## src/verilog/obj_table_pkg.sv

```systemverilog
// ------------------------------
// object table entry layout, word
// index enum and draw command
// ------------------------------
`default_nettype none

package obj_table_pkg;

    // eight words per entry, six of them in use
    typedef enum logic [2:0] {
        WORD_VZONE   = 3'd0,  // bottom 15:8, top 7:0
        WORD_XPOS    = 3'd1,  // 8:0
        WORD_PITCH   = 3'd2,  // signed row step in rom words
        WORD_OFFSET  = 3'd3,  // 15 hflip, 14:0 rom word
        WORD_ATTR    = 3'd4,  // pal 13:8, bank 6:4, prio 1:0
        WORD_SCRATCH = 3'd7   // running row offset
    } obj_word_e;

    localparam logic [7:0] END_BOTTOM = 8'hf0;  // list terminator

    // one object on one line
    typedef struct packed {
        logic [8:0]  xpos;
        logic [15:0] offset;  // msb is hflip
        logic [2:0]  bank;
        logic [1:0]  prio;
        logic [5:0]  pal;
    } draw_cmd_t;

endpackage

`default_nettype wire

```

## src/verilog/video_pkg.sv

```systemverilog
// ------------------------------
// line timing constants and the
// object pixel struct
// ------------------------------
`default_nettype none

package video_pkg;

    localparam logic [8:0] LAST_LINE = 9'd223;  // last visible line

    localparam int BUF_AW = 9;  // line buffer x width

    // pixel as stored in the line buffer, zero means empty
    typedef struct packed {
        logic [1:0] prio;
        logic [5:0] pal;
        logic [3:0] color;
    } obj_pxl_t;

endpackage

`default_nettype wire
```

## src/verilog/obj_draw.sv

```systemverilog
// ------------------------------
// graphics rom fetcher and
// pixel writer
// ------------------------------
`timescale 1ns/1ps
`default_nettype none

module obj_draw #(
    parameter int ROM_AW = 18
) (
    input  logic                     clk,
    input  logic                     rst,
    input  logic                     dr_start,
    input  obj_table_pkg::draw_cmd_t dr_cmd,
    output logic                     dr_busy,
    output logic [ROM_AW-1:0]        rom_addr,
    input  logic [15:0]              rom_data,
    output logic                     buf_wr,
    output logic [8:0]               buf_x,
    output video_pkg::obj_pxl_t      buf_pxl
);

    typedef enum logic [1:0] {IDLE, FETCH, WAIT, PIXELS} draw_st_e;

    draw_st_e    st;
    logic [8:0]  x;         // x of nibble 0 of this word
    logic [14:0] ofs;
    logic        hflip;
    logic [2:0]  bank;
    logic [5:0]  pal;
    logic [1:0]  prio;
    logic [4:0]  cnt;       // words fetched so far
    logic [15:0] pix;       // nibble 0 in bits 3:0
    logic [3:0]  mask;      // nibbles left to write
    logic        end_seen;
    logic [15:0] word_n;
    logic [3:0]  draw_m;
    logic        seen_end;
    logic [1:0]  sel;
    logic [3:0]  mask_nx;

    assign word_n = hflip ? rom_data
                          : {rom_data[3:0], rom_data[7:4], rom_data[11:8], rom_data[15:12]};

    // opaque nibbles before the first 15
    always_comb begin
        logic [3:0] nib;
        seen_end = 1'b0;
        for (int i = 0; i < 4; i++) begin
            nib = word_n[4*i +: 4];
            if (nib == 4'hf) seen_end = 1'b1;
            draw_m[i] = !seen_end && (nib != 4'h0);
        end
    end

    always_comb begin
        if (mask[0])      sel = 2'd0;
        else if (mask[1]) sel = 2'd1;
        else if (mask[2]) sel = 2'd2;
        else              sel = 2'd3;
    end

    assign mask_nx  = mask & ~(4'b0001 << sel);
    assign dr_busy  = st != IDLE;
    assign rom_addr = ROM_AW'({bank, ofs});
    assign buf_wr   = st == PIXELS;
    assign buf_x    = x + {7'd0, sel};
    assign buf_pxl  = '{prio: prio, pal: pal, color: pix[{sel, 2'b00} +: 4]};

    always_ff @(posedge clk or posedge rst) begin
        if (rst) begin
            st <= IDLE;
        end else begin
            case (st)
                IDLE:  if (dr_start) st <= FETCH;
                FETCH: st <= WAIT;
                WAIT: begin
                    if (draw_m != 4'd0)       st <= PIXELS;
                    else if (seen_end || &cnt) st <= IDLE;
                    else                       st <= FETCH;
                end
                PIXELS: begin
                    if (mask_nx == 4'd0) st <= (end_seen || &cnt) ? IDLE : FETCH;
                end
                default: st <= IDLE;
            endcase
        end
    end

    always_ff @(posedge clk) begin
        case (st)
            IDLE: begin
                if (dr_start) begin
                    x     <= dr_cmd.xpos;
                    ofs   <= dr_cmd.offset[14:0];
                    hflip <= dr_cmd.offset[15];
                    bank  <= dr_cmd.bank;
                    pal   <= dr_cmd.pal;
                    prio  <= dr_cmd.prio;
                    cnt   <= '0;
                end
            end
            WAIT: begin
                pix      <= word_n;
                mask     <= draw_m;
                end_seen <= seen_end;
                if (draw_m == 4'd0) begin  // nothing to write, next word
                    ofs <= hflip ? ofs - 1'b1 : ofs + 1'b1;
                    x   <= x + 9'd4;
                    cnt <= cnt + 1'b1;
                end
            end
            PIXELS: begin
                mask <= mask_nx;
                if (mask_nx == 4'd0) begin
                    ofs <= hflip ? ofs - 1'b1 : ofs + 1'b1;
                    x   <= x + 9'd4;
                    cnt <= cnt + 1'b1;
                end
            end
            default: ;
        endcase
    end

endmodule

`default_nettype wire

```

## config.mk

```make
export PLATFORM = sky130hd
export DESIGN_NAME = obj_draw
export DESIGN_NICKNAME = d
export VERILOG_FILES = /design/src/verilog/obj_table_pkg.sv /design/src/verilog/video_pkg.sv /design/src/verilog/obj_draw.sv
export SDC_FILE = /design/constraint.sdc
export NUM_CORES = 1
export LEC_CHECK = 0
export CAP_MARGIN = 10
export CORE_MARGIN = 2
export CORE_UTILIZATION = 48
export CTS_CLUSTER_DIAMETER = 120
export DETAILED_ROUTE_END_ITERATION = 8
export DONT_BUFFER_PORTS = 1
export GPL_TIMING_DRIVEN = 0
export PLACE_DENSITY = 0.74
export SLEW_MARGIN = 20
export SYNTH_ARGS = -nofsm -noshare
export SYNTH_HDL_FRONTEND = slang
export SYNTH_SLANG_ARGS = --single-unit
```

## constraint.sdc

```tcl
create_clock -name clk -period 8.6 [get_ports clk]
set_input_delay 0.43 -clock clk [delete_from_list [all_inputs] [get_ports clk]]
set_output_delay 0.43 -clock clk [all_outputs]
set_load 0.005 [all_outputs]
```

==> results of run 1 <==
==> sequential cells by signal (all words and copies together) (netlist names) <==
| register | flops |
|---|---|
| end_seen | 1 |
| pal | 6 |
| pix | 16 |
| x | 9 |
| hflip | 1 |
| cnt | 5 |
| bank | 3 |
| ofs | 15 |
| prio | 2 |
| st | 2 |
| mask | 4 |
==> routing by layer <==
metal	vias up	global-route usage	part of all wire
met2	89	0.314	0.49
met4	0	0.0846	0.021
met1	1270	0.248	0.42
met3	16	0.0548	0.066
li1	1296	-	-
met5	-	0	0
==> cells by family after synthesis <==
group                    share of synthesized area
AND/OR/NAND/NOR                              0.129
flip-flops                                   0.500
multiplexers                                0.0838
AO/OA/AOI/OAI                                0.139
XOR/XNOR                                    0.0527
adder cells (fa/ha/maj)                     0.0720
buffers and inverters                       0.0236
==> placed cells by master (no fill, tap or decap), types with 3 or more instances in the layout <==
cell	synthesis	layout
and3_1	3	3
buf_1	4	4
nand2_1	20	20
xor2_1	8	8
ha_1	18	18
and2_1	5	5
a211oi_1	4	4
clkinv_1	1	5
nor3_1	6	6
nand2b_1	5	5
or2_2	4	4
xnor2_1	15	15
mux2_2	20	20
nand4_1	6	6
edfxtp_1	62	62
a21o_1	7	7
mux2i_1	5	5
a31oi_1	3	3
nand3_1	10	10
o21ai_0	14	14
a21oi_1	26	26
clkbuf_1	8	8
nor2_1	32	31
mux2_4	3	3
clkbuf_8	0	9
inv_1	5	5
==> cell usage after synthesis (6+ instances only) <==
master	number
a21oi_1	26
clkbuf_1	8
nor3_1	6
xor2_1	8
mux2_2	20
nand3_1	10
nand2_1	20
xnor2_1	15
a21o_1	7
nand4_1	6
o21ai_0	14
edfxtp_1	62
nor2_1	32
ha_1	18
==> layout make-up <==
type | count | area (µm²)
Timing Repair Buffer | 1 | 10.0
Tap cell | 102 | 128
Clock buffer | 9 | 124
Fill cell | 694 | 3610
Buffer | 14 | 67.6
Clock inverter | 6 | 27.5
Sequential cell | 64 | 1910
Multi-Input combinational cell | 252 | 1820
Inverter | 6 | 22.5
==> worst min path at each step <==
stage / endpoint
6_report: pal[3]
3_3_place_gp: st[0]
5_1_grt: pal[3]
2_1_floorplan: st[0]
3_5_place_dp: st[1]
4_1_cts: pal[3]
==> per-stage QoR <==
step,utilization,power (mW),area [µm²],hold slack (ns),cells
CTS,0.532,1.57,4110,0.179,454
global placement,0.511,1.33,3950,0.175,438
detailed placement,0.511,1.36,3950,0.181,438
finish,0.533,1.56,4120,0.196,454
floorplan,-,1.19,3820,0.171,336
global route,0.533,1.69,4120,0.174,454
==> timing repair <==
action / CTS / global route
hold endpoints to repair: 2 / 0
hold buffers: 1 / 0
resized for setup: 0 / 0
==> power breakdown <==
part           internal (mW)  switching, mW
Clock                 0.0983          0.109
Sequential             0.539         0.0902
Combinational          0.308          0.414
==> results.cfg, run 1 <==
[final_layout]
drive_above_1_share = 0.134
areaGrowthSynthToFinish_pct = 7.66
nets = 423
antenna_cells = 0

[critical_path]
slowest_delay_ns = 0.86
cp_num_cells = 7
worstSetupPathType = reg -> reg
worstReg2RegStart = hflip
critPathCaptureType = flop
cp_max_fo = 27
path_buf_inv = 1
cp_slowest_cell = edfxtp_1
arrival_ns = 3.33
reg2reg_to = ofs[2]
required_ns = 8.56
cp-startpoint = hflip
critical_path.top_delay_family = compound AO/OA/AOI/OAI gates
crit_chain = buf_6, mux2_4, or4_4, a21oi_2, o221ai_2, o211ai_2, o21a_2
crit_end = ofs[2]
reg2reg_depth = 7
critPathLaunchType = flop
reg2reg_setup_slack_ns = 5.23

[clock_tree]
clock_latency_ns = 0.33
cts_tree = done
clkSinkCount = 64
numCtsBuffers = 9
clk_path_buf_depth = 2
post_cts_buffers = 0
htree_num_levels = 3
cts-root-buf = clkbuf_8
clk_pin_slew_ns = 0.06

[route]
drt_iter0_markers = 148
vias = 2671
first_pass_iters = 5
routedWlPerCell_um = 17.9
vias_per_cell = 5.88
drt_wl_total_um = 8150
route.detailed.drc = 0
drt.antenna.violating_nets = 0

[floorplan]
ioPinCount = 96
coreArea_mm2 = 0.00773
die_h_um = 93.2
die_area_mm2 = 0.00869
start_util = 0.495
fp-row-count = 32
die_w_um = 93.2

[timing]
max_slew_margin = 0.302
finalClockSkew_ns = 0.00830
clock.fmax_mhz = 297
hold_viol_final = 0
slew_violations = 0
fin_ws_ns = 5.23
finalCritPeriodShare = 0.392
post-route-min-period_ns = 3.37
rsz0062_at_grt = no
worst_pin_slew_ns = 1.04
fin_tns_setup_ns = 0
setup_viol = 0

[global_routing]
antenna_found_initial = 0
grt_pass1_wl_um = 13200
grt_pass1_vias = 2626
grt_max_degree = 28
grt_overflow = 0
grt_util_all_layers = 0.196

[power]
p_per_area_mw_per_mm2 = 379
p_leak_nw = 1.51
peakVddDrop_uv = 221

[synthesis]
synth_edf_count = 62
syn_nets = 411
synth_top_area_frac = 0.487
ys_ff_latch = 64
async_flop_share = 0.0313
synth_cell_types = 54
yosys_warnings = 0
syn_inst = 336
synth_area_mm2 = 0.00382
synth_area_leaders = edfxtp_1 49%, ha_1 5.9%, mux2_2 5.9%
yosysSeqAreaShare = 0.500
synthFlopType = edfxtp_1
synth_area_per_cell_um2 = 11.4
yosysTopAreaCell = edfxtp_1

[run]
max_cap_viol_count = 0

[placed_design]
portBuffers = 0
dp_hpwl_um = 6080
place_congestion = 0.862
dpl_worst_slack_ns = 4.89

[hold_path]
holdCritStartpoint = dr_cmd[3]
hold_path_depth = 0
min_path_type = in -> reg

[run_status]
status = completed
(Power assumes the default switching activity.)
==> inputs of run 2 (changes only) <==
--- a/config.mk
+++ b/config.mk
@@ -12,7 +12,7 @@
 export DETAILED_ROUTE_END_ITERATION = 8
 export DONT_BUFFER_PORTS = 1
 export GPL_TIMING_DRIVEN = 0
-export PLACE_DENSITY = 0.74
+export PLACE_DENSITY = 0.76
 export SLEW_MARGIN = 20
 export SYNTH_ARGS = -nofsm -noshare
 export SYNTH_HDL_FRONTEND = slang
==> constraint.sdc (replaced) <==
create_clock -name clk -period 2.8 [get_ports clk]
set_input_delay 0.14 -clock clk [delete_from_list [all_inputs] [get_ports clk]]
set_output_delay 0.14 -clock clk [all_outputs]
set_load 0.005 [all_outputs]
==> run 2 against run 1 <==
Global-route usage increased by 0.15 points. Sequential power rose to 3.0 times the previous value. Die area unchanged. First-iteration DRC count is 18% lower. Clock power grew to 3.6 times the previous value. Largest power group unchanged. Critical path depth increased by 3. Clock-buffer cell count up 2. Largest cell class unchanged. Final cell count is 4.8% higher. Combinational power rose to 3.3 times the previous value. Via count increased by 3.5%. Clock skew fell by 0.0013 ns. Utilization grew 3.8 points.
==> results.cfg, run 2 (same netlist as run 1, synthesis figures left out) <==
[clock_tree]
clk_pin_slew_ns = 0.07
cts-root-buf = clkbuf_8
htree_num_levels = 3
cts_tree = done
clock_latency_ns = 0.34
clkSinkCount = 64
numCtsBuffers = 9
clk_path_buf_depth = 2

[floorplan]
die_w_um = 93.2
start_util = 0.495
ioPinCount = 96
fp-row-count = 32
die_h_um = 93.2
die_area_mm2 = 0.00869
coreArea_mm2 = 0.00773

[power]
switching_power_mw = 1.97
power_frac_comb = 0.472
internal_power_mw = 3.09
p_leak_nw = 1.62
p_clk_frac = 0.148
p_per_area_mw_per_mm2 = 1150
p_sw_frac = 0.390
p_seq_frac = 0.380
peakVddDrop_uv = 668

[final_layout]
largestRegisters = pix (16), ofs (15), x (9)
antenna_cells = 0
layout_commonest_cell = edfxtp_1
regArea_mm2 = 0.00191
mostFrequentLayoutCells = 62 x edfxtp_1, 31 x nor2_1, 25 x a21oi_1
areaGrowthSynthToFinish_pct = 15.4
fin_cells = 476
nets = 445
fill_cells = 667
stdcell_area_mm2 = 0.00441
multi_input_area_mm2 = 0.00188
largest_register_ffs = 16
largest_register = pix
drive_above_1_share = 0.158

[global_routing]
grt_overflow = 0
grt_max_degree = 28
antenna_found_initial = 0
grt_pass1_vias = 2776
grt_pass1_wl_um = 13100
grt_util_all_layers = 0.197

[critical_path]
critPathCaptureType = flop
slowest_delay_ns = 0.43
cp_slowest_cell = a2111oi_1
crit_chain = buf_4, buf_12, ha_1, buf_6, a2111oi_1, o21ai_1, a2111o_1, a31oi_1, xnor2_1, a21oi_1
cp_max_fo = 8
worstSetupPathType = reg -> reg
arrival_ns = 2.86
required_ns = 2.87
critPathLaunchType = flop

[placed_design]
portBuffers = 0
place_area_mm2 = 0.00396
place_inst = 438
place_congestion = 0.879
dp_hpwl_um = 6060

[route]
drt_wl_total_um = 8540
drt.antenna.violating_nets = 0
first_pass_iters = 4
routedWlPerCell_um = 17.9
vias_per_cell = 5.81
drt_iter0_markers = 122
route.detailed.drc = 0
vias = 2764

[hold_path]
min_path_type = in -> reg

[timing]
worst_pin_slew_ns = 0.904
finalClockSkew_ns = 0.00705
whs_ns = 0.0118
clock.fmax_mhz = 357
max_slew_margin = 0.395
post-route-min-period_ns = 2.80
finalCritPeriodShare = 0.999
slew_violations = 0
setup_viol = 0
hold_viol_final = 0
rsz0062_at_grt = yes

[run]
max_cap_viol_count = 0

[run_status]
status = completed
run 2: changes by cell type in the layout (fill, tap and decap cells not counted), sizes merged:
cell	delta
buf	+4
clkinv	-3
clkbuf	+1
bufinv	+1
dlygate4sd3	+18
o21a	+1
run 2: final cells by class:
type / count / share of cell area
clock inverter: 4 / 0.0105
timing repair buffer: 23 / 0.0528
multi-input combinational: 253 / 0.425
buffer: 13 / 0.0145
inverter: 6 / 0.00510
clock buffer: 11 / 0.0298
tap: 102 / 0.0289
sequential: 64 / 0.433
run 2: worst paths after layout:
| kind | start | cells past startpoint | to | slack, ns |
|---|---|---|---|---|
| max | hflip | 10 | ofs[14] | 0.002 |
| min | dr_cmd[11] | 2 | ofs[0] | 0.01 |
| max reg2reg | hflip | 10 | ofs[14] | 0.002 |
| min reg2reg | end_seen | 2 | st[0] | 0.55 |
| max in group asynchronous | rst | 2 | st[0] | 2.59 |
| min in group asynchronous | rst | 2 | st[1] | 0.11 |
run 2: worst max-delay path: cells and delay by family (launching register included):
family,cells,cell delay (ns)
buffers and inverters,3,0.46
AO/OA/AOI/OAI,5,1.29
XOR/XNOR,1,0.14
adder cells (fa/ha/maj),1,0.28
flip-flops,1,0.36
run 2: timing repair:
action                                  4_1_cts  5_1_grt
pin swaps                                     0        1
endpoints found under the setup margin       33       32
hold buffers                                 17        2
resized for setup                             0       12
hold endpoints to repair                     18        2
buffers inserted                              4        0
gates cloned                                  0        1
run 2: per-layer routing:
metal	vias up	track usage	part of all wire
li1	1339	-	-
met5	-	0	0
met4	0	0.0735	0.023
met3	15	0.0749	0.066
met1	1323	0.215	0.40
met2	87	0.347	0.52
run 2: per-stage QoR:
stage	utilization	setup WS, ns	TNS, ns	total power [mW]
after detailed placement	0.512	-0.375	-10.72	4.20
after global placement	0.512	-0.341	-9.98	4.10
final	0.571	0.00192	0	5.06
after global routing	0.571	-0.122	-0.172	5.45
after CTS	0.563	0.0416	0	5.00
after floorplan	-	0.0797	0	3.68
run 2: power by group through the flow:
stage / registers, mW / logic (mW) / clock network, mW
floorplan: 1.86 / 1.81 / 0
global placement: 1.94 / 2.16 / 0
detailed placement: 1.95 / 2.25 / 0
CTS: 1.92 / 2.30 / 0.772
global route: 1.97 / 2.67 / 0.806
finish: 1.92 / 2.39 / 0.750
