## src/verilog/obj_table_pkg.sv

```systemverilog
// ------------------------------
// object table entry layout, word
// index enum and draw command
// ------------------------------
`default_nettype none

package obj_table_pkg;

    // eight words per entry, six of them in use
    typedef enum logic [2:0] {
        WORD_VZONE   = 3'd0,  // bottom 15:8, top 7:0
        WORD_XPOS    = 3'd1,  // 8:0
        WORD_PITCH   = 3'd2,  // signed row step in rom words
        WORD_OFFSET  = 3'd3,  // 15 hflip, 14:0 rom word
        WORD_ATTR    = 3'd4,  // pal 13:8, bank 6:4, prio 1:0
        WORD_SCRATCH = 3'd7   // running row offset
    } obj_word_e;

    localparam logic [7:0] END_BOTTOM = 8'hf0;  // list terminator

    // one object on one line
    typedef struct packed {
        logic [8:0]  xpos;
        logic [15:0] offset;  // msb is hflip
        logic [2:0]  bank;
        logic [1:0]  prio;
        logic [5:0]  pal;
    } draw_cmd_t;

endpackage

`default_nettype wire

```

## src/verilog/video_pkg.sv

```systemverilog
// ------------------------------
// line timing constants and the
// object pixel struct
// ------------------------------
`default_nettype none

package video_pkg;

    localparam logic [8:0] LAST_LINE = 9'd223;  // last visible line

    localparam int BUF_AW = 9;  // line buffer x width

    // pixel as stored in the line buffer, zero means empty
    typedef struct packed {
        logic [1:0] prio;
        logic [5:0] pal;
        logic [3:0] color;
    } obj_pxl_t;

endpackage

`default_nettype wire
```

## src/verilog/obj_scan.sv

```systemverilog
// ------------------------------
// per-line object table walker
// ------------------------------
`timescale 1ns/1ps
`default_nettype none

module obj_scan #(
    parameter int OBJ_AW = 7
) (
    input  logic                     clk,
    input  logic                     rst,
    // table port
    output logic [OBJ_AW+2:0]        tbl_addr,
    input  logic [15:0]              tbl_dout,
    output logic [15:0]              tbl_din,
    output logic                     tbl_we,
    // draw commands
    output logic                     dr_start,
    input  logic                     dr_busy,
    output obj_table_pkg::draw_cmd_t dr_cmd,
    // video timing
    input  logic                     flip,
    input  logic                     hstart,
    input  logic [8:0]               vrender
);

    import obj_table_pkg::*;
    import video_pkg::*;

    // each state is named after the word it addresses
    typedef enum logic [2:0] {
        IDLE, ZONE, XPOS, PITCH, OFFSET, ATTR, SCRATCH, DRAW
    } scan_st_e;

    scan_st_e           st;
    obj_word_e          word;
    logic [OBJ_AW-1:0]  cur_obj;
    logic [7:0]         line;      // effective line of this walk
    logic               first;     // first line of the object
    logic               wb;        // scratch write still due
    logic [8:0]         xpos;
    logic signed [15:0] pitch;
    logic [15:0]        offset;
    logic [2:0]         bank;
    logic [1:0]         prio;
    logic [5:0]         pal;
    logic [8:0]         vrf;
    logic [7:0]         top;
    logic [7:0]         bottom;
    logic               inzone;
    logic               badobj;
    logic [15:0]        base;
    logic [15:0]        cur_ofs;

    assign vrf = flip ? LAST_LINE - vrender : vrender;

    always_comb begin
        case (st)
            XPOS:          word = WORD_XPOS;
            PITCH:         word = WORD_PITCH;
            OFFSET:        word = WORD_OFFSET;
            ATTR:          word = WORD_ATTR;
            SCRATCH, DRAW: word = WORD_SCRATCH;
            default:       word = WORD_VZONE;
        endcase
    end

    assign tbl_addr = {cur_obj, word};

    // zone word is on tbl_dout while in XPOS
    assign top    = tbl_dout[7:0];
    assign bottom = tbl_dout[15:8];
    assign inzone = (line >= top) && (bottom > line);
    assign badobj = top >= bottom;

    // scratch word is on tbl_dout in the first DRAW cycle
    assign base    = first ? offset : tbl_dout;
    assign cur_ofs = wb ? base : offset;
    assign tbl_din = base + $unsigned(pitch);
    assign tbl_we  = (st == DRAW) && wb;

    always_ff @(posedge clk or posedge rst) begin
        if (rst) begin
            st       <= IDLE;
            cur_obj  <= '0;
            line     <= '0;
            first    <= 1'b0;
            wb       <= 1'b0;
            dr_start <= 1'b0;
            dr_cmd   <= '0;
        end else begin
            dr_start <= 1'b0;
            case (st)
                IDLE: begin
                    cur_obj <= '0;
                    wb      <= 1'b0;
                    if (hstart && vrf <= LAST_LINE) begin
                        line <= vrf[7:0];
                        st   <= ZONE;
                    end
                end
                ZONE: st <= XPOS;  // word 0 on its way
                XPOS: begin
                    if (bottom >= END_BOTTOM) begin
                        st <= IDLE;  // end of list
                    end else if (!inzone || badobj) begin
                        if (&cur_obj) begin
                            st <= IDLE;
                        end else begin
                            cur_obj <= cur_obj + 1'b1;
                            st      <= ZONE;
                        end
                    end else begin
                        first <= top == line;
                        st    <= PITCH;
                    end
                end
                PITCH: begin
                    xpos <= tbl_dout[8:0];
                    st   <= OFFSET;
                end
                OFFSET: begin
                    pitch <= tbl_dout;
                    st    <= ATTR;
                end
                ATTR: begin
                    offset <= tbl_dout;
                    st     <= SCRATCH;
                end
                SCRATCH: begin
                    pal  <= tbl_dout[13:8];
                    bank <= tbl_dout[6:4];
                    prio <= tbl_dout[1:0];
                    wb   <= 1'b1;
                    st   <= DRAW;
                end
                DRAW: begin
                    wb     <= 1'b0;
                    offset <= cur_ofs;  // hold across a stall
                    if (!dr_busy) begin
                        dr_start <= 1'b1;
                        dr_cmd   <= '{xpos: xpos, offset: cur_ofs, bank: bank,
                                      prio: prio, pal: pal};
                        if (&cur_obj) begin
                            st <= IDLE;
                        end else begin
                            cur_obj <= cur_obj + 1'b1;
                            st      <= ZONE;
                        end
                    end
                end
                default: st <= IDLE;
            endcase
            if (hstart && st != IDLE) begin
                st <= IDLE;  // line ran out of time
            end
        end
    end

endmodule

`default_nettype wire

```

## config.mk

```make
export PLATFORM = sky130hd
export DESIGN_NAME = obj_scan
export DESIGN_NICKNAME = d
export VERILOG_FILES = /design/src/verilog/obj_table_pkg.sv /design/src/verilog/video_pkg.sv /design/src/verilog/obj_scan.sv
export SDC_FILE = /design/constraint.sdc
export NUM_CORES = 1
export LEC_CHECK = 0
export BUFFER_PORTS_ARGS = -buffer_cell sky130_fd_sc_hd__buf_2
export CAP_MARGIN = 10
export CELL_PAD_IN_SITES_DETAIL_PLACEMENT = 1
export CELL_PAD_IN_SITES_GLOBAL_PLACEMENT = 1
export CORE_ASPECT_RATIO = 0.6
export CORE_MARGIN = 1
export CORE_UTILIZATION = 44
export DETAILED_ROUTE_END_ITERATION = 6
export HOLD_SLACK_MARGIN = 0.05
export PLACE_DENSITY = 0.81
export SYNTH_ARGS = -nofsm -noshare
export SYNTH_HDL_FRONTEND = slang
export SYNTH_SLANG_ARGS = --single-unit
```

## constraint.sdc

```tcl
create_clock -name clk -period 4.91 [get_ports clk]
set_input_delay 1.473 -clock clk [delete_from_list [all_inputs] [get_ports clk]]
set_output_delay 1.473 -clock clk [all_outputs]
set_load 0.1 [all_outputs]
```

==> results of run 1 <==
==> worst paths after layout <==
path	cells past startpoint	to	slack, ps	start
max reg2reg	6	cur_obj[1]$_DFFE_PP0P_	2360	st[1]$_DFFE_PP0P_
min in group asynchronous	2	line[4]$_DFFE_PP0P_	1180	rst
max	13	tbl_din[14]	-230	tbl_dout[0]
min	2	dr_cmd[32]$_DFFE_PP0P_	450	xpos[5]$_DFFE_PP_
max in group asynchronous	3	dr_cmd[24]$_DFFE_PP0P_	2830	rst
min reg2reg	2	dr_cmd[32]$_DFFE_PP0P_	450	xpos[5]$_DFFE_PP_
==> registers in the layout (all words and copies together) (netlist names) <==
signal    cells
offset       16
dr_start      1
bank          3
pitch        16
st            3
pal           6
dr_cmd       36
prio          2
line          8
first         1
cur_obj       7
wb            1
xpos          9
==> cell type report <==
class                           instances  area, um^2
Sequential cell                       109        2988
Fill cell                            1418        4821
Inverter                               37       146.4
Clock inverter                          6       51.30
Timing Repair Buffer                  170        1320
Clock buffer                           10       229.0
Tap cell                              170       212.7
Multi-Input combinational cell        413        3124
==> layer usage <==
metal,GRT usage [%],up-vias,wire length [um]
met5,0,-,0
met4,9.750,0,419
met3,3.769,32,1213
met2,48.69,167,9612
met1,38.99,2571,8386
li1,-,2338,-
==> kinds of logic (layout without fill, tap and decap cells) <==
kind of cell	after synthesis	after routing	synth area share, %
XOR/XNOR	22	22	3.301
AO/OA/AOI/OAI	121	121	12.39
adder cells (fa/ha/maj)	43	43	9.346
AND/OR/NAND/NOR	202	202	15.39
buffers and inverters	59	223	3.965
flip-flops	109	109	51.19
multiplexers	25	25	4.416
==> power groups by stage <==
stage	logic (W)	clock network [W]	registers [W]
floorplan	0.000665	0	0.00139
global placement	0.00124	0	0.00114
detailed placement	0.00129	0	0.00115
CTS	0.00132	0.000728	0.00113
global route	0.00142	0.000755	0.00114
finish	0.00135	0.000721	0.00113
==> layout by cell type, fill, tap and decap left out, types with 6 or more instances in the layout <==
master and count:
sky130_fd_sc_hd__mux2i_1 21, sky130_fd_sc_hd__buf_2 74, sky130_fd_sc_hd__ha_4 7, sky130_fd_sc_hd__buf_12 15, sky130_fd_sc_hd__inv_2 8, sky130_fd_sc_hd__a21oi_1 25
sky130_fd_sc_hd__nand4_1 13, sky130_fd_sc_hd__xor2_1 6, sky130_fd_sc_hd__inv_1 26, sky130_fd_sc_hd__buf_4 72, sky130_fd_sc_hd__edfxtp_1 52, sky130_fd_sc_hd__clkbuf_16 9
sky130_fd_sc_hd__ha_1 35, sky130_fd_sc_hd__a21o_1 8, sky130_fd_sc_hd__o21ai_0 45, sky130_fd_sc_hd__dfrtp_1 57, sky130_fd_sc_hd__nand2_1 126, sky130_fd_sc_hd__nor2_1 23
sky130_fd_sc_hd__buf_6 7
==> stage by stage <==
| stage | total power [W] | hold slack, ps | TNS (ps) |
|---|---|---|---|
| after global placement | 0.002374 | 419.9 | -1261 |
| final | 0.003203 | 449.8 | -811.0 |
| after CTS | 0.003183 | 458.6 | -675.6 |
| after floorplan | 0.002057 | 414.6 | -848.3 |
| after global routing | 0.003322 | 475.2 | -1193 |
| after detailed placement | 0.002441 | 440.1 | -2007 |
==> worst max-delay path: stages <==
cell,delay (ps)
sky130_fd_sc_hd__buf_8,80
sky130_fd_sc_hd__inv_4,30
sky130_fd_sc_hd__o21ai_4,140
sky130_fd_sc_hd__ha_4,160
sky130_fd_sc_hd__inv_2,30
sky130_fd_sc_hd__fa_2,370
sky130_fd_sc_hd__nor2b_4,130
sky130_fd_sc_hd__o31a_1,180
sky130_fd_sc_hd__o211a_1,250
sky130_fd_sc_hd__o31ai_4,100
sky130_fd_sc_hd__a311oi_4,330
sky130_fd_sc_hd__xor2_4,200
sky130_fd_sc_hd__buf_12,190
==> what timing repair did <==
action	in CTS	in global routing
pin swaps	15	14
buffers inserted	6	7
resized for setup	32	29
setup endpoints to repair	8	8
==> results by group, run 1 <==
Timing
  – Final worst path period share: 104.7%
  – Pin slew with the least headroom to its limit: 965.6 ps
  – Final hold violation count: 0
  – RSZ-0062 raised after global routing: true
  – Total of endpoints with negative setup slack in the final report: 6
  – Fmax: 0.1946 GHz
  – Slack of the critical path: -229.6 ps
  – Clock tree skew after final layout: 8.721 ps
  – Max-slew violation count: 0
  – Max-slew headroom at the worst pin: 35.63%
  – Shortest clock period the worst path allows after layout: 5140 ps

Setup path
  – Required time reported for the critical path endpoint: 3440 ps
  – WP data arrival: 3670 ps
  – Crit-path max FO: 2
  – Sort of element at the end of the critical path: output port
  – CP Launch Type: input pin
  – Crit path kind: in -> out

Logic synthesis
  – Most frequent cell after synthesis: sky130_fd_sc_hd__nand2_1
  – Number of enable flip-flop cells after synthesis: 52
  – Post-synthesis instance area: 5837 um^2
  – Cell type contributing the most total cell area after synthesis: sky130_fd_sc_hd__edfxtp_1
  – Async SR Flop Fraction: 52.29%
  – Flip-flop cell with the highest count after synthesis: sky130_fd_sc_hd__dfrtp_1
  – Seq/Total Area, Yosys: 51.19%
  – Most area-consuming cells after synthesis: sky130_fd_sc_hd__edfxtp_1 (27%), sky130_fd_sc_hd__dfrtp_1 (24%), sky130_fd_sc_hd__ha_1 (9.0%)
  – Number of cells produced by synthesis: 581
  – Top cells by count, synth: sky130_fd_sc_hd__nand2_1 (128), sky130_fd_sc_hd__dfrtp_1 (57), sky130_fd_sc_hd__o21ai_0 (57)
  – Mapped Avg Cell Area: 10.05 um^2
  – Number of synthesis warnings: 0
  – Synth Net Count: 654
  – Flip-flop and latch count after synthesis: 109
  – Yosys top cell area share: 26.75%
  – Cell variety after synth: 48

Drt
  – Number of optimization iterations in the first detailed-route pass: 4
  – Number of design rule violations left after detail routing: 0
  – Vias: 5,108
  – Vias per inst: 5.583
  – Wire per inst: 21.45 um
  – DRT Wirelength: 19,630 um
  – First-iteration detailed-routing DRC count: 305
  – Remaining antenna violation count after routing: 0

Final layout
  – Non-Filler Instances: 915
  – Design Area, Final: 8071 um^2
  – Antenna diode instance count: 0
  – Area Overhead vs Synth: 38.29%
  – Number of nets in the layout: 813
  – Final core utilization: 62.61%
  – Layout cells sized above 1: 34.50%

GRT
  – Global-route wire length before repair: 29,690 um
  – Largest net degree at the start of global routing: 53
  – Combined global-route utilization of all metal layers: 29.12%
  – Vias in the first global route: 5,418
  – Total gr overflow: 0
  – Initial antenna violation count: 0

Clock tree
  – Maximum clock insertion buffer count: 2
  – Worst-path clk slew: 80 ps
  – Clock Latency Late Sink: 350 ps
  – Post-cts hold buffer count: 0
  – CTS Root Cell: sky130_fd_sc_hd__clkbuf_16
  – CTS tree: yes
  – CTS sink count: 109
  – CTS HTree Levels: 3
  – Number of CTS-inserted buffers: 9

Power and ir drop
  – Proportion of power drawn by combinational gates: 42.2%
  – Total power per unit cell area: 396.8 nW/um^2
  – Switch share: 43.52%
  – Static leakage: 3.681 nW
  – Internal power summed over all cells: 0.001809 W
  – Share of power burned in the clock network: 22.5%
  – Psw: 0.001394 W
  – IR Drop Worst-Case VDD: 0.1926 mV
  – Register share of total power: 35.3%

Floorplan
  – Die area: 13,750 um^2
  – Overall die width: 150.7 um
  – # IOs: 94
  – Placement row count: 32
  – Vertical extent of the die: 91.22 um
  – Core footprint: 12,890 um^2
  – Initial core utilization: 45.27%

Place
  – Cell Count Post-Placement: 886
  – Placed inst area: 7428 um^2
  – GP Congestion: 0.8656
  – Dpl hpwl: 14,230 um
  – Worst-case setup slack after placement: -367.5 ps
  – Number of port buffers: 93

Outcome
  – Outcome: complete, but fails checks
  – Failing checks: setup timing

Hold path
  – Hold WC Path Type: reg -> reg

Run
  – Max-cap check violation count: 0
No activity file was read; power rests on OpenSTA's default activity.
==> inputs of run 2 (changes only) <==
Settings changed: CORE_MARGIN 1 to default.
Clock period 4.91 ns to 5 ns, I/O delays scaled along.
==> run 2 against run 1 <==
The flow still finishes with violations (setup timing); final area is 0.57% lower; hold slack improved by 1.8 ps; die area did not move; sequential power is essentially flat; sequential share of layout area grew 0.23 points; via count up 1.0%; core utilization decreased by 0.36 points; largest power group unchanged.
==> results by group, run 2 (synthesis results as in run 1) <==
Outcome
  – Outcome: complete, but fails checks
  – Failing checks: setup timing

Floorplan
  – Core footprint: 12,890 um^2 (unchanged)
  – Vertical extent of the die: 91.22 um (unchanged)
  – Die area: 13,750 um^2 (unchanged)
  – # IOs: 94 (unchanged)
  – Placement row count: 32 (unchanged)
  – Overall die width: 150.7 um (unchanged)
  – Initial core utilization: 45.27% (unchanged)

Final layout
  – Most used cells in the layout excluding fill and tap cells: sky130_fd_sc_hd__nand2_1 (126), sky130_fd_sc_hd__buf_2 (78), sky130_fd_sc_hd__buf_4 (66)
  – Number of nets in the layout: 806 (-0.86%)
  – Area Overhead vs Synth: 37.49%
  – Largest registers: dr_cmd x36, offset x16, pitch x16
  – Leading cell type in the layout, fill and taps excluded: sky130_fd_sc_hd__nand2_1
  – Design Area, Final: 8025 um^2 (-0.57%)
  – Non-Filler Instances: 909 (-0.66%)
  – Filler cell count in the final layout: 1,411 (-0.49%)
  – Largest Register: dr_cmd
  – Flip-flop count of the largest register after layout: 36 (unchanged)
  – Layout cells sized above 1: 33.88% (-0.62 points)

Setup path
  – Series of cell instances along the critical path: buf_8, inv_6, o21ai_4, ha_4, inv_2, fa_2, nor2b_4, o31a_1, o211a_1, o31ai_4, a311oi_4, xor2_4, buf_12
  – Sort of element at the end of the critical path: output port
  – Endpoint of the lowest-slack register-to-register path: cur_obj[1]$_DFFE_PP0P_
  – Reg2reg setup slack: 2300 ps (-60 ps)
  – WP data arrival: 3810 ps (+140 ps)
  – CP Launch Type: input pin
  – Required time reported for the critical path endpoint: 3500 ps (+60 ps)
  – Crit path kind: in -> out
  – Depth of the worst register-to-register path: 6 (unchanged)
  – Number of buffers and inverters on the critical path: 4 (unchanged)
  – Longest individual stage delay on the worst path: 350 ps (-20 ps)
  – Source of the worst register-to-register timing path: st[1]$_DFFE_PP0P_
  – Slowest cell on crit path: sky130_fd_sc_hd__o31ai_4
  – Gate family responsible for the most delay along the worst path: compound AO/OA/AOI/OAI gates
  – Crit-path max FO: 2 (unchanged)

Timing
  – Fmax: 0.1883 GHz
  – Slack of the critical path: -311.5 ps (-81.90 ps)
  – Final total negative setup slack: -931.4 ps (-120.4 ps)
  – Worst hold-check slack: 451.6 ps (+1.808 ps)
  – Max-slew headroom at the worst pin: 32.93% (-2.7 points)
  – Max-slew violation count: 0 (unchanged)
  – Shortest clock period the worst path allows after layout: 5311 ps
  – RSZ-0062 raised after global routing: true
  – Pin slew with the least headroom to its limit: 1006 ps (+40.42 ps)
  – Final worst path period share: 106.2%
  – Total of endpoints with negative setup slack in the final report: 6 (unchanged)
  – Final hold violation count: 0 (unchanged)
  – Clock tree skew after final layout: 11.29 ps (+2.568 ps)

Clock tree
  – CTS tree: yes
  – CTS HTree Levels: 3 (unchanged)
  – Number of CTS-inserted buffers: 9 (unchanged)
  – Maximum clock insertion buffer count: 2 (unchanged)
  – Post-cts hold buffer count: 0 (unchanged)
  – CTS Root Cell: sky130_fd_sc_hd__clkbuf_16
  – Worst-path clk slew: 90 ps (about the same)
  – CTS sink count: 109 (unchanged)
  – Clock Latency Late Sink: 360 ps (about the same)

Hold path
  – Count of cells along the worst hold path: 2 (unchanged)
  – Hold wc startpoint: xpos[8]$_DFFE_PP_
  – Hold WC Path Type: reg -> reg
  – Endpoint of the worst hold path: dr_cmd[35]$_DFFE_PP0P_

Drt
  – Number of optimization iterations in the first detailed-route pass: 4 (unchanged)
  – Number of design rule violations left after detail routing: 0 (unchanged)
  – Vias: 5,160 (+1.0%)
  – First-iteration detailed-routing DRC count: 242 (-21%)
  – DRT Wirelength: 19,760 um (+0.63%)
  – Wire per inst: 21.73 um (+1.3%)
  – Remaining antenna violation count after routing: 0 (unchanged)
  – Vias per inst: 5.677 (+1.7%)

Power and ir drop
  – Total power of the final layout: 0.003177 W (-0.80%)
  – Total power per unit cell area: 395.9 nW/um^2 (-0.23%)
  – Static leakage: 3.649 nW (-0.85%)
  – IR Drop Worst-Case VDD: 0.1912 mV (-0.75%)

Run
  – Max-cap check violation count: 0 (unchanged)

GRT
  – Total gr overflow: 0 (unchanged)
  – Global-route wire length before repair: 29,880 um (+0.65%)
  – Vias in the first global route: 5,524 (+2.0%)
  – Initial antenna violation count: 1 (+1)
  – Largest net degree at the start of global routing: 55 (+3.8%)
  – Combined global-route utilization of all metal layers: 29.22% (+0.099 points)

Place
  – Dpl hpwl: 14,180 um (-0.33%)
  – GP Congestion: 0.8830 (+2.0%)
  – Cell Count Post-Placement: 882 (-0.45%)
  – Number of port buffers: 93 (unchanged)
  – Placed inst area: 7346 um^2 (-1.1%)
## run 2: how the worst max path moves through the flow
stage / start / endpoint / slack, ps / cells after the start
final: tbl_dout[0] / tbl_din[14] / -310 / 13
after global routing: tbl_dout[0] / tbl_din[12] / -360 / 14
after CTS: tbl_dout[0] / tbl_din[14] / -340 / 13
after detailed placement: tbl_dout[5] / tbl_din[12] / -520 / 12
after global placement: tbl_dout[4] / tbl_din[12] / -380 / 12
after floorplan: tbl_dout[0] / tbl_din[14] / -310 / 11
## run 2: final cells by class
class	instances	area (um^2)	area share, %
clock inverter	7	88.84	1.107
tap	170	212.7	2.650
sequential	109	2989	37.25
antenna	1	2.502	0.03118
timing repair buffer	163	1217	15.17
clock buffer	9	225.2	2.806
multi-input combinational	413	3143	39.16
inverter	37	146.4	1.824
## run 2: routing by layer
metal	GRT usage, %	vias up	share of wire (%)
li1	-	2326	-
met1	40.58	2608	45
met2	46.20	179	46
met3	5.427	45	5.6
met4	8.750	2	2.8
met5	1.923	-	0.16
## run 2: timing repair
action | in CTS | in global routing
resized for setup | 15 | 55
setup buffers | 3 | 7
pin swaps | 7 | 28
endpoints found under the setup margin | 8 | 8
cloned | 0 | 0
## run 2: power by group
| group | total (W) | switching (W) | internal, W |
|---|---|---|---|
| clock network | 0.000752 | 0.000392 | 0.000361 |
| registers | 0.00112 | 0.0000916 | 0.00103 |
| logic | 0.00130 | 0.000912 | 0.000393 |
## run 2: stage by stage
stage / utilization, % / setup WS, ps
floorplan: - / -306.8
global placement: 56.98 / -376.2
detailed placement: 56.98 / -521.2
CTS: 60.01 / -342.9
global route: 62.23 / -357.3
finish: 62.25 / -311.5
## run 2: tightest hold or removal path, stage by stage (launching register included)
cell,delay [ps]
sky130_fd_sc_hd__edfxtp_1,330
sky130_fd_sc_hd__nand2_1,50
sky130_fd_sc_hd__nand2_1,50
==> inputs of run 3 (changes only) <==
Settings changed: BUFFER_PORTS_ARGS -buffer_cell sky130_fd_sc_hd__buf_2 to default, CORE_UTILIZATION 44 to 49, DONT_BUFFER_PORTS from default to 1, PLACE_DENSITY 0.81 to 0.8.
==> run 3 against run 2 <==
The flow still finishes with violations (setup timing); count of clock-buffer cells in the layout stayed put; via count fell by 7.1%; core utilization increased by 1.4 points; final cell count down 13%; first-iteration DRC count is 17% higher; final area shrank 9.1%; critical endpoint unchanged.
==> results by group, run 3 (synthesis results as in run 1) <==
Outcome
  – Outcome: complete, but fails checks
  – Failing checks: setup timing

Timing
  – Worst hold-check slack: 449.1 ps (-2.477 ps)
  – Max-slew violation count: 0 (unchanged)
  – Pin slew with the least headroom to its limit: 1106 ps (+99.96 ps)
  – Total of endpoints with negative setup slack in the final report: 4 (-2)
  – Slack of the critical path: -112.5 ps (+199.0 ps)
  – Fmax: 0.1956 GHz (+3.9%)
  – Final hold violation count: 0 (unchanged)
  – Final worst path period share: 102.3% (-4.0 points)
  – Max-slew headroom at the worst pin: 26.26% (-6.7 points)
  – Shortest clock period the worst path allows after layout: 5113 ps (-199.0 ps)
  – Clock tree skew after final layout: 6.420 ps (-4.869 ps)
  – RSZ-0062 raised after global routing: true

Final layout
  – Flip-flop count of the largest register after layout: 36 (unchanged)
  – Filler cell count in the final layout: 1,225 (-13%)
  – Area Overhead vs Synth: 24.93%
  – Most used cells in the layout excluding fill and tap cells: sky130_fd_sc_hd__nand2_1 (127), sky130_fd_sc_hd__dfrtp_1 (57), sky130_fd_sc_hd__edfxtp_1 (52)
  – Leading cell type in the layout, fill and taps excluded: sky130_fd_sc_hd__nand2_1
  – Register area: 2988 um^2 (about the same)
  – Number of nets in the layout: 703 (-13%)
  – Layout cells sized above 1: 21.26% (-13 points)
  – Antenna diode instance count: 0 (-1)
  – Largest registers: dr_cmd x36, offset x16, pitch x16
  – Final core utilization: 63.69% (+1.4 points)
  – Multi-input gate area in the final layout: 3030 um^2 (-3.6%)
  – Largest Register: dr_cmd

Floorplan
  – Placement row count: 30 (-6.3%)
  – # IOs: 94 (unchanged)
  – Overall die width: 142.9 um (-5.2%)
  – Vertical extent of the die: 86.54 um (-5.1%)
  – Die area: 12,370 um^2 (-10%)
  – Core footprint: 11,450 um^2 (-11%)
  – Initial core utilization: 50.98% (+5.7 points)

GRT
  – Global-route wire length before repair: 28,790 um (-3.7%)
  – Vias in the first global route: 5,104 (-7.6%)
  – Initial antenna violation count: 1 (unchanged)
  – Combined global-route utilization of all metal layers: 31.58% (+2.4 points)
  – Largest net degree at the start of global routing: 53 (-3.6%)
  – Total gr overflow: 0 (unchanged)

Setup path
  – Crit-path max FO: 5 (+3)
  – Reg2reg setup slack: 2280 ps (-20 ps)
  – CP Launch Type: input pin
  – WP data arrival: 3610 ps (-200 ps)
  – Required time reported for the critical path endpoint: 3500 ps (about the same)
  – Sort of element at the end of the critical path: output port
  – Crit path kind: in -> out

Power and ir drop
  – Total power per unit cell area: 416.9 nW/um^2 (+5.3%)
  – IR Drop Worst-Case VDD: 0.2191 mV (+15%)
  – Static leakage: 3.131 nW (-14%)
  – Total power of the final layout: 0.003040 W (-4.3%)

Clock tree
  – Number of CTS-inserted buffers: 9 (unchanged)
  – Worst-path clk slew: 80 ps (about the same)
  – Post-cts hold buffer count: 0 (unchanged)
  – Maximum clock insertion buffer count: 2 (unchanged)
  – CTS sink count: 109 (unchanged)
  – CTS tree: yes
  – Clock Latency Late Sink: 350 ps (about the same)
  – CTS HTree Levels: 3 (unchanged)
  – CTS Root Cell: sky130_fd_sc_hd__clkbuf_16

Place
  – Dpl hpwl: 13,050 um (-8.0%)
  – Number of port buffers: 0 (-100%)
  – GP Congestion: 0.8230 (-6.8%)
  – Worst-case setup slack after placement: -346.5 ps (+174.7 ps)

Drt
  – Vias per inst: 6.031 (+6.3%)
  – Detailed route wirelength on metal3: 1417 um (+28%)
  – Wl on met1: 7812 um (-12%)
  – Total met2 wirelength after detailed routing: 8915 um (-2.3%)
  – Number of optimization iterations in the first detailed-route pass: 5 (+1)
  – Number of design rule violations left after detail routing: 0 (unchanged)
  – Highest Signal Layer: met5
  – First-iteration detailed-routing DRC count: 284 (+17%)
  – DRT Wirelength: 18,590 um (-5.9%)
  – Remaining antenna violation count after routing: 0 (unchanged)
  – Vias: 4,795 (-7.1%)
  – Wire per inst: 23.38 um (+7.6%)

Run
  – Max-cap check violation count: 0 (unchanged)

Hold path
  – Hold WC Path Type: reg -> reg
-- run 3: cell count changes in the layout (fill, tap and decap cells not counted), sizes merged --
cell      before  now
buf          163   60
clkinv         5    3
clkinvlp       0    1
diode          1    0
inv           39   40
-- run 3: path summary, 6_finish.rpt --
check                      depth (start not counted)                endpoint         startpoint
max reg2reg                                        6  cur_obj[1]$_DFFE_PP0P_  st[0]$_DFFE_PP0P_
min reg2reg                                        2  dr_cmd[10]$_DFFE_PP0P_  bank[2]$_DFFE_PP_
min in group asynchronous                          1       first$_DFFE_PP0P_                rst
max                                               12             tbl_din[14]        tbl_dout[0]
min                                                2  dr_cmd[10]$_DFFE_PP0P_  bank[2]$_DFFE_PP_
max in group asynchronous                          2  dr_cmd[14]$_DFFE_PP0P_                rst
-- run 3: through the flow --
| step | area, um^2 | setup TNS [ps] | std cells |
|---|---|---|---|
| CTS | 7223 | -418.5 | 794 |
| detailed placement | 6825 | -1071 | 776 |
| finish | 7292 | -287.9 | 795 |
| global placement | 6825 | -461.4 | 776 |
| global route | 7292 | -693.9 | 795 |
| floorplan | 6108 | -808.9 | 581 |
-- run 3: layout make-up --
type                    instances  share of cell area [%]
flip-flops and latches        109                   40.97
well taps                     160                   2.745
inverters                      37                   2.111
multi-input cells             413                   41.56
clock inverters                 7                   1.012
clock buffers                   9                   3.089
repair buffers                 60                   8.511
-- run 3: layer usage --
metal / vias up / track usage, %
met5: - / 0
met4: 2 / 8.993
met3: 47 / 8.122
met2: 223 / 53.04
met1: 2403 / 40.65
li1: 2120 / -
-- run 3: power breakdown --
| group | leakage, nW | switching, W | internal [W] |
|---|---|---|---|
| Combinational | 1.75 | 0.000583 | 0.000336 |
| Sequential | 1.23 | 0.000379 | 0.00102 |
| Clock | 0.144 | 0.000366 | 0.000354 |
| Total | 3.13 | 0.00133 | 0.00171 |
-- run 3: what timing repair did --
action	CTS	global route
pin swaps	16	10
endpoints found under the setup margin	7	7
buffers inserted	2	1
resized for setup	21	14
endpoints found under the hold margin	0	0
-- run 3: critical path, stage by stage --
cell and delay, ps:
sky130_fd_sc_hd__inv_12 20, sky130_fd_sc_hd__o21ai_4 150, sky130_fd_sc_hd__ha_4 190, sky130_fd_sc_hd__inv_4 40, sky130_fd_sc_hd__fa_2 360, sky130_fd_sc_hd__nor2b_4 140
sky130_fd_sc_hd__o31a_1 150, sky130_fd_sc_hd__o211a_1 240, sky130_fd_sc_hd__o31ai_4 90, sky130_fd_sc_hd__a311oi_4 340, sky130_fd_sc_hd__xor2_4 190, sky130_fd_sc_hd__buf_12 190
